==> config.mk <==
export PLATFORM = sky130hd
export DESIGN_NAME = cache_traffic_gen_flat
export DESIGN_NICKNAME = d
export VERILOG_FILES = /design/src/cache_pkg.sv /design/src/cache_req_if.sv /design/src/cache_traffic_gen.sv /design/src/flat_wrapper.sv
export VERILOG_INCLUDE_DIRS = /design/src /design/src/src
export SDC_FILE = /design/constraint.sdc
export NUM_CORES = 1
export LEC_CHECK = 0
export BUFFER_PORTS_ARGS = -buffer_cell sky130_fd_sc_hd__buf_2
export CAP_MARGIN = 20
export CORE_MARGIN = 8
export CORE_UTILIZATION = 55
export CTS_BUF_LIST = sky130_fd_sc_hd__clkbuf_2
export DETAILED_ROUTE_END_ITERATION = 10
export PLACE_DENSITY = 0.93
export SYNTH_ARGS = -nofsm -noshare
export SYNTH_HDL_FRONTEND = slang
export SYNTH_SLANG_ARGS = --single-unit
==> constraint.sdc <==
create_clock -name clk -period 8.6 [get_ports clk]
set_input_delay 0.43 -clock clk [delete_from_list [all_inputs] [get_ports clk]]
set_output_delay 0.43 -clock clk [all_outputs]
set_load 0.01 [all_outputs]
==> src/cache_params.svh <==
// cache geometry and traffic generator timing macros
// shared by the RTL and the testbench

`ifndef CACHE_PARAMS_SVH
`define CACHE_PARAMS_SVH

// cache geometry
`define CACHE_ADDR_W      64
`define CACHE_LINE_BYTES  64
`define CACHE_LINE_W      (`CACHE_LINE_BYTES * 8)
`define CACHE_LINES       8
`define CACHE_OFF_W       $clog2(`CACHE_LINE_BYTES)
`define CACHE_IDX_W       $clog2(`CACHE_LINES)

// generator timing and address pattern
`define GEN_GAP_CYCLES    10
`define GEN_STRIDE        64'h48       // moves line and offset each pair
`define GEN_BASE          64'h8000_0000
`define GEN_REGION_BYTES  64'd2048     // four times the cache size

`endif

==> src/cache_pkg.sv <==
// shared enums for the cache subsystem
// access sizes, core opcodes, memory ops and controller states

package cache_pkg;

  // bytes per access 1/2/4/8
  typedef enum logic [1:0] {
    SIZE_B = 2'd0,
    SIZE_H = 2'd1,
    SIZE_W = 2'd2,
    SIZE_D = 2'd3
  } access_size_e;

  typedef enum logic [1:0] {
    OP_READ  = 2'd0,
    OP_WRITE = 2'd1,
    OP_FLUSH = 2'd2
  } cache_op_e;

  // line transfer direction on the memory port
  typedef enum logic {
    MEM_READ  = 1'b0,
    MEM_WRITE = 1'b1
  } mem_op_e;

  typedef enum logic [2:0] {
    IDLE       = 3'd0,
    LOOKUP     = 3'd1,
    WBACK      = 3'd2,  // victim line out
    REFILL     = 3'd3,  // new line in
    RESPOND    = 3'd4,
    FLUSH_SCAN = 3'd5,
    FLUSH_WB   = 3'd6
  } ctrl_state_e;

endpackage

==> src/cache_req_if.sv <==
// core-side request/response bundle between generator and cache

`timescale 1ns/1ps

`include "cache_params.svh"

interface cache_req_if import cache_pkg::*; ();

  logic [`CACHE_ADDR_W-1:0] addr;
  logic [63:0]              wdata;
  access_size_e             size;
  cache_op_e                op;
  logic                     req;   // held until ack
  logic [63:0]              rdata; // right-aligned and valid with ack
  logic                     ack;   // single-cycle pulse

  modport requester (
    output addr, wdata, size, op, req,
    input  rdata, ack
  );

  modport cache (
    input  addr, wdata, size, op, req,
    output rdata, ack
  );

endinterface

==> src/cache_traffic_gen.sv <==
// write/read-back request generator with result checking
// ends each run with a flush of all dirty lines

`timescale 1ns/1ps

`include "cache_params.svh"

module cache_traffic_gen import cache_pkg::*; (
  input  logic                     clk,
  input  logic                     rst,
  input  logic                     i_start,
  input  logic [63:0]              i_key,
  input  logic [15:0]              i_pairs,
  output logic                     o_busy,
  output logic                     o_done,
  output logic                     o_err,
  output logic [`CACHE_ADDR_W-1:0] o_err_addr,
  output logic [15:0]              o_checks,
  cache_req_if.requester           bus
);

  localparam int GAP_W = $clog2(`GEN_GAP_CYCLES + 1);

  typedef enum logic [1:0] {
    G_IDLE,
    G_GAP,   // idle cycles before the next request
    G_REQ    // request out, waiting for ack
  } gen_state_e;

  gen_state_e               gstate;
  cache_op_e                op_q;
  logic                     req_q;
  logic [GAP_W-1:0]         gap_cnt;
  logic [15:0]              pair_cnt;
  logic [15:0]              next_pair;
  logic [15:0]              total_q;
  logic [63:0]              key_q;
  logic [`CACHE_ADDR_W-1:0] addr_q;
  logic [`CACHE_ADDR_W-1:0] step_addr;
  logic [`CACHE_ADDR_W-1:0] next_addr;
  access_size_e             size;
  logic [63:0]              size_mask;
  logic [63:0]              exp_data;

  assign size = access_size_e'(pair_cnt[1:0]);  // B,H,W,D rotation

  always_comb begin
    case (size)
      SIZE_B:  size_mask = 64'h0000_0000_0000_00ff;
      SIZE_H:  size_mask = 64'h0000_0000_0000_ffff;
      SIZE_W:  size_mask = 64'h0000_0000_ffff_ffff;
      default: size_mask = 64'hffff_ffff_ffff_ffff;
    endcase
  end

  assign exp_data  = (key_q ^ addr_q) & size_mask;
  assign next_pair = pair_cnt + 16'd1;

  // wrap back to the base once past the region end
  assign step_addr = addr_q + `GEN_STRIDE;
  assign next_addr = (step_addr >= `GEN_BASE + `GEN_REGION_BYTES) ? `GEN_BASE : step_addr;

  always_ff @(posedge clk) begin
    if (rst) begin
      gstate   <= G_IDLE;
      req_q    <= 1'b0;
      op_q     <= OP_WRITE;
      pair_cnt <= '0;
      o_checks <= '0;
      o_err    <= 1'b0;
      o_done   <= 1'b0;
    end else begin
      case (gstate)
        G_IDLE: begin
          if (i_start) begin
            key_q      <= i_key;
            total_q    <= i_pairs;
            addr_q     <= `GEN_BASE;
            pair_cnt   <= '0;
            gap_cnt    <= '0;
            o_checks   <= '0;
            o_err      <= 1'b0;
            o_err_addr <= '0;
            o_done     <= 1'b0;
            op_q       <= (i_pairs == 16'd0) ? OP_FLUSH : OP_WRITE;
            gstate     <= G_GAP;
          end
        end
        G_GAP: begin
          if (gap_cnt == GAP_W'(`GEN_GAP_CYCLES - 1)) begin
            req_q  <= 1'b1;
            gstate <= G_REQ;
          end else begin
            gap_cnt <= gap_cnt + 1'b1;
          end
        end
        G_REQ: begin
          if (bus.ack) begin
            req_q   <= 1'b0;
            gap_cnt <= '0;
            gstate  <= G_GAP;
            case (op_q)
              OP_WRITE: op_q <= OP_READ;  // read the same address back
              OP_READ: begin
                o_checks <= o_checks + 16'd1;
                if (bus.rdata != exp_data && !o_err) begin  // keep the first one only
                  o_err      <= 1'b1;
                  o_err_addr <= addr_q;
                end
                pair_cnt <= next_pair;
                addr_q   <= next_addr;
                op_q     <= (next_pair == total_q) ? OP_FLUSH : OP_WRITE;
              end
              default: begin
                // flush acked so the run is over
                o_done <= 1'b1;
                gstate <= G_IDLE;
              end
            endcase
          end
        end
        default: gstate <= G_IDLE;
      endcase
    end
  end

  assign o_busy    = (gstate != G_IDLE);
  assign bus.req   = req_q;
  assign bus.op    = op_q;
  assign bus.addr  = addr_q;
  assign bus.size  = size;
  assign bus.wdata = exp_data;

endmodule

==> src/flat_wrapper.sv <==
// flat-port wrapper written by rule: the top's interface ports become plain ports
module cache_traffic_gen_flat import cache_pkg::*;
  (clk, rst, i_start, i_key, i_pairs, o_busy, o_done, o_err, o_err_addr, o_checks, bus_addr, bus_wdata, bus_size, bus_op, bus_req, bus_rdata, bus_ack);
  cache_req_if bus_i ();
  input  logic clk;
  input  logic rst;
  input  logic i_start;
  input  logic [63:0] i_key;
  input  logic [15:0] i_pairs;
  output logic o_busy;
  output logic o_done;
  output logic o_err;
  output logic [`CACHE_ADDR_W-1:0] o_err_addr;
  output logic [15:0] o_checks;
  output wire logic [$bits(bus_i.addr)-1:0] bus_addr;
  output wire logic [$bits(bus_i.wdata)-1:0] bus_wdata;
  output wire logic [$bits(bus_i.size)-1:0] bus_size;
  output wire logic [$bits(bus_i.op)-1:0] bus_op;
  output wire logic [$bits(bus_i.req)-1:0] bus_req;
  input wire logic [$bits(bus_i.rdata)-1:0] bus_rdata;
  input wire logic [$bits(bus_i.ack)-1:0] bus_ack;
  assign bus_addr = bus_i.addr;
  assign bus_wdata = bus_i.wdata;
  assign bus_size = bus_i.size;
  assign bus_op = bus_i.op;
  assign bus_req = bus_i.req;
  assign bus_i.rdata = bus_rdata;
  assign bus_i.ack = bus_ack;
  cache_traffic_gen u_core (.clk(clk), .rst(rst), .i_start(i_start), .i_key(i_key), .i_pairs(i_pairs), .o_busy(o_busy), .o_done(o_done), .o_err(o_err), .o_err_addr(o_err_addr), .o_checks(o_checks), .bus(bus_i));
endmodule
==> results of run 1 <==
layout make-up:
type,instances,area share
sequential,251,0.430
antenna,3,0.000452
clock buffer,90,0.0271
inverter,25,0.00565
timing repair buffer,457,0.166
tap,319,0.0240
clock inverter,26,0.0112
multi-input combinational,844,0.336
placed cells by master, fill, tap and decap left out, types with 4 or more instances in the layout:
master / count
buf_2: 363
edfxtp_1: 212
xor2_1: 107
nor2_1: 104
xnor2_1: 97
clkbuf_2: 90
and2_1: 86
dlygate4sd3_1: 85
nand2_1: 70
nand4_1: 49
nand3_1: 40
dfxtp_1: 39
conb_1: 32
inv_1: 25
nor3_2: 24
a21oi_1: 22
nor3_1: 22
o21ai_0: 21
clkinv_1: 18
nor4_1: 17
and4_1: 13
and3_1: 13
or3_1: 8
a22oi_1: 8
buf_4: 8
nand2b_1: 7
mux2i_1: 7
or4_1: 7
ha_1: 7
o31a_1: 5
nor2b_1: 5
o31ai_1: 4
nor3b_2: 4
worst max-delay path, delay by kind of cell, from the launching register on:
kind | cells | cell delay, ns
compound gates | 2 | 0.77
fa+ha+maj | 1 | 0.22
xor+xnor | 1 | 0.23
simple gates | 4 | 1.77
buf+inv | 1 | 0.11
flops | 1 | 0.48
what timing repair did:
action                                  4_1_cts  5_1_grt
resized for setup                             0        0
endpoints found under the hold margin        93        0
endpoints found under the setup margin        0        0
hold buffers                                 85        0
path summary, 6_finish.rpt:
path                       startpoint               endpoint
hold reg to reg   u_core.o_checks[15]    u_core.o_checks[15]
setup reg to reg   u_core.pair_cnt[0]  u_core.o_err_addr[22]
hold / removal          bus_rdata[21]           u_core.o_err
setup / recovery   u_core.pair_cnt[0]  u_core.o_err_addr[22]
per-stage QoR:
stage	util	cells	hold WS, ns	worst slack (ns)	power (W)
final	0.710	2015	0.225	4.58	0.00259
after CTS	0.709	2011	0.111	4.68	0.00258
after detailed placement	0.645	1810	0.475	4.73	0.00167
after global routing	0.710	2015	0.168	4.41	0.00268
after floorplan	-	1201	0.481	1.30	0.00155
after global placement	0.645	1810	0.448	4.91	0.00166
state kept, by name (all words and copies together), names as in the netlist, 2 cells and up:
signal / flops
u_core.total_q: 16
u_core.o_checks: 16
u_core.o_err_addr: 64
u_core.gstate: 2
u_core.gap_cnt: 4
u_core.key_q: 64
u_core.bus.addr: 64
u_core.pair_cnt: 16
u_core.bus.op: 2
metal layers:
metal	vias up	track usage	part of all wire
li1	5130	-	-
met1	5490	0.362	0.36
met2	858	0.547	0.49
met3	174	0.0797	0.099
met4	0	0.182	0.051
met5	-	0	0
kinds of logic after synthesis:
| logic type | synth area share |
|---|---|
| adders and majority gates | 0.00669 |
| and+or+nand+nor | 0.215 |
| muxes | 0.00793 |
| buffers and inverters | 0.0388 |
| xor gates and xnor gates | 0.136 |
| AOI/OAI and AO/OA | 0.0486 |
| DFF | 0.546 |
| other | 0.000286 |
where the power goes:
group / switching [W] / internal (W)
combinational: 0.000142 / 0.000116
sequential: 0.0000537 / 0.00137
clock: 0.000528 / 0.000376
total: 0.000724 / 0.00186
==> results.json, run 1 <==
{
  "status": "completed",
  "grt.overflow.total": 0,
  "drive_gt1_frac": 0.307,
  "synthFlopType": "edfxtp_1",
  "vias": 11700,
  "cts_tree": "done",
  "min_period_over_period": 0.467,
  "cts_setup_buffers": 0,
  "synth.area.top_cells": "edfxtp_1, xor2_1, xnor2_1",
  "min_path_type": "in2reg",
  "synth_edf_count": 212,
  "final.fill_count": 1669,
  "path_class": "reg2reg",
  "clock_latency_ns": 0.86,
  "die_h_um": 170,
  "fin_area_um2": 16600,
  "start_util": 0.559,
  "setup_tns_ns": 0,
  "worst_path_max_delay_cell": "nor2_2",
  "leakage_nw": 6.68,
  "cts_sinks": 251,
  "hold_path_depth": 6,
  "gp_congestion": 0.984,
  "yosysWarningCount": 0,
  "dr.pass1.iters": 6,
  "fp.dieW_um": 170,
  "cp_data_required_time_ns": 9.01,
  "synth_largest_area_cell": "edfxtp_1",
  "reg2reg_slack_ns": 4.58,
  "synth.distinct_cells": 74,
  "slew_headroom": 0.327,
  "grtUsageTotal": 0.320,
  "path_clk_slew_ns": 0.10,
  "finClkSkew_ns": 0.0936,
  "yosys-top-cells-count": "edfxtp_1, xor2_1, nor2_1",
  "wl_per_cell_um": 23.6,
  "fp.coreArea_um2": 23400,
  "hold_viol": 0,
  "slew_violations": 0,
  "seq_area_um2": 7150,
  "setup_viol": 0,
  "post-route-min-period_ns": 4.02,
  "grt_pass1_wl_um": 70700,
  "io-pin-count": 364,
  "synthToLayoutAreaGrowth_pct": 27.0,
  "yosysMostFrequentCell": "edfxtp_1",
  "port_buffers": 363,
  "cts_buffer_depth": 3,
  "h-tree-depth": 3,
  "path_max_fanout": 64,
  "multi_input_area_um2": 5580,
  "drtIter0Drc": 1180,
  "worst_pin_slew_ns": 1.01,
  "crit_path_end_kind": "flip-flop",
  "drt_wl_total_um": 47600,
  "hpwl_um": 32300,
  "grt_pass1_vias": 12100,
  "antenna_found_initial": 3,
  "critPathMaxStageDelay_ns": 0.72,
  "crit_chain": "inv_1 -> ha_1 -> nor2_2 -> nor2_1 -> xnor2_1 -> nand4_1 -> nor4_1 -> a41oi_1 -> o21a_4",
  "worstPathArrival_ns": 4.42,
  "ir_drop_mv": 0.106,
  "vias_per_cell": 5.78,
  "crit_path_start_kind": "flip-flop",
  "synth_area_um2": 13100,
  "postRouteAntennaNets": 0,
  "rows": 56,
  "clock-root-buffer": "clkbuf_2",
  "fmax_ghz": 0.249,
  "grt_max_degree": 81,
  "synth_cells": 1170,
  "numCtsBuffers": 67,
  "cap_violations": 0,
  "post_dp_cell_area_um2": 15100,
  "dieArea_um2": 29000,
  "synth_top_area_frac": 0.486,
  "route.detailed.drc": 0,
  "final_nets": 1801,
  "seq_area_frac_synth": 0.546,
  "ys_ff_latch": 251,
  "rsz0062_at_grt": "no",
  "ys_async_sr_fraction": 0,
  "reg2reg_depth": 9,
  "p_per_area_nw_per_um2": 156,
  "synth_area_per_cell_um2": 11.2
}
Note: power is estimated with default switching activity, not from simulation.
==> inputs of run 2 (changes only) <==
CORE_UTILIZATION = 49   (was 55)
PLACE_DENSITY = 0.89   (was 0.93)
clock period = 3.6 ns   (was 8.6 ns; I/O delays follow)
==> run 2 against run 1 <==
  * Cell count up 7.0%
  * Total power up 140%
  * Clock skew up 0.032 ns
  * Critical path depth up 1
  * Highest routed layer unchanged
  * Sequential power up 140%
  * Critical endpoint is now u_core.bus.addr[5]
  * First-iteration DRC count down 7.2%
  * Combinational power rose to 2.9 times the previous value
  * Register-to-register slack worse by 4.4 ns
  * Count of clock-buffer cells in the layout up 13
  * Routed wire length up 3.3%
  * Non-clock buffer count up 115
==> results.json, run 2 (synthesis gave the netlist of run 1 again) <==
{
  "die_h_um": 179,
  "grt_pass1_vias": 12600,
  "clockPowerShare": 0.349,
  "hpwl_um": 34100,
  "clock_latency_ns": 0.88,
  "min_path_type": "in2reg",
  "clock-root-buffer": "clkbuf_2",
  "cts_sinks": 251,
  "rsz0062_at_grt": "yes",
  "p_per_area_nw_per_um2": 357,
  "path_max_fanout": 24,
  "path_clk_slew_ns": 0.10,
  "rows": 60,
  "mostFrequentLayoutCells": "buf_2, edfxtp_1, dlygate4sd3_1, xor2_1",
  "combPwrFrac": 0.120,
  "drive_gt1_frac": 0.339,
  "wl_per_cell_um": 22.8,
  "grt_max_degree": 65,
  "numCtsBuffers": 68,
  "cap_violations": 0,
  "crit_path_start_kind": "flip-flop",
  "grt_pass1_wl_um": 73400,
  "cts_tree": "done",
  "drt_wl_total_um": 49200,
  "path_class": "reg2reg",
  "drtIter0Drc": 1095,
  "fmax_ghz": 0.291,
  "io-pin-count": 364,
  "cp_data_required_time_ns": 4.12,
  "mostFrequentLayoutCell": "buf_2",
  "min_period_over_period": 0.953,
  "final_nets": 1918,
  "ir_drop_mv": 0.256,
  "grtUsageTotal": 0.291,
  "crit_path_end_kind": "flip-flop",
  "dr.pass1.iters": 7,
  "fp.coreArea_um2": 26600,
  "fp.dieW_um": 179,
  "gp_congestion": 0.981,
  "start_util": 0.493,
  "dp_slack_ns": -0.0181,
  "intPower_w": 0.00459,
  "dieArea_um2": 32200,
  "cts_buffer_depth": 3,
  "vias": 12100,
  "status": "completed",
  "slew_headroom": 0.329,
  "h-tree-depth": 3,
  "finClkSkew_ns": 0.126,
  "postLayoutSetupSlackWorst_ns": 0.168,
  "pwr-share-seq": 0.531,
  "power_switching_w": 0.00174,
  "grt.overflow.total": 0,
  "slew_violations": 0,
  "route.detailed.drc": 0,
  "switching_share": 0.275,
  "synthToLayoutAreaGrowth_pct": 35.4,
  "post-route-min-period_ns": 3.43,
  "vias_per_cell": 5.59,
  "port_buffers": 363,
  "fin_hold_ws_ns": 0.0632,
  "reg2reg_slack_ns": 0.17,
  "postRouteAntennaNets": 0,
  "antenna_found_initial": 3,
  "setup_viol": 0,
  "worst_pin_slew_ns": 1.01,
  "leakage_nw": 7.27,
  "worstPathArrival_ns": 3.96,
  "hold_viol": 0,
  "power.total_w": 0.00633
}
-- run 2: changes by cell type in the layout (fill, tap and decap cells not counted), moves of 2 or more --
cell and change:
dlygate4sd3_1 +40, a2111oi_2 +2, a2111oi_0 -2, buf_12 +2, clkinv_1 -7, buf_4 +73, clkbuf_2 +13
-- run 2: worst paths after layout --
kind                            start            endpoint  cells past startpoint
hold reg to reg    u_core.pair_cnt[8]  u_core.pair_cnt[8]                      2
setup / recovery  u_core.bus.addr[38]  u_core.bus.addr[5]                     10
setup reg to reg  u_core.bus.addr[38]  u_core.bus.addr[5]                     10
hold / removal              i_key[16]    u_core.key_q[16]                      2
-- run 2: final cells by class --
class,instances,area (um2)
Fill cell,1966,8850
Sequential cell,251,7150
Multi-Input combinational cell,845,5660
Timing Repair Buffer,572,3730
Clock buffer,103,515
Tap cell,341,427
Clock inverter,17,151
Inverter,25,93.8
Antenna cell,3,7.51
-- run 2: power groups by stage --
stage | combinational (W) | clock, W | sequential (W)
2_1_floorplan | 0.000284 | 0 | 0.00343
5_1_grt | 0.000802 | 0.00238 | 0.00337
3_3_place_gp | 0.000609 | 0 | 0.00342
4_1_cts | 0.000723 | 0.00223 | 0.00336
6_report | 0.000757 | 0.00221 | 0.00336
3_5_place_dp | 0.000617 | 0 | 0.00343
-- run 2: repair_timing --
item | 4_1_cts | 5_1_grt
pin swaps | 0 | 1
gates resized for setup | 3 | 10
endpoints found under the hold margin | 117 | 1
hold buffers | 124 | 1
setup endpoints to repair | 73 | 93
gates cloned | 0 | 1
setup buffers | 0 | 9
-- run 2: per-stage QoR --
step	cell area (um2)	utilization	cells	setup TNS, ns
6_report	17700	0.667	2157	0
5_1_grt	17700	0.667	2157	-0.0153
4_1_cts	17600	0.662	2143	0
3_5_place_dp	15700	0.590	1899	-0.780
3_3_place_gp	15700	0.590	1899	-2.83
2_1_floorplan	13200	-	1201	0
-- run 2: critical path, stage by stage, from the launching register on --
cell and delay, ns:
edfxtp_1 0.53, and4_1 0.35, nand4_1 0.19, or4_1 0.43
nor3_1 0.34, mux2_1 0.36, o2111a_1 0.25, nand4_1 0.11
buf_4 0.23, buf_12 0.24, nor3_1 0.09
-- run 2: routing by layer --
| metal | wire length (um) | part of all wire | up-vias | track usage |
|---|---|---|---|---|
| met5 | 0 | 0 | - | 0 |
| li1 | - | - | 5371 | - |
| met1 | 17900 | 0.36 | 5717 | 0.331 |
| met3 | 5040 | 0.10 | 150 | 0.0871 |
| met4 | 2140 | 0.044 | 0 | 0.128 |
| met2 | 24100 | 0.49 | 814 | 0.503 |
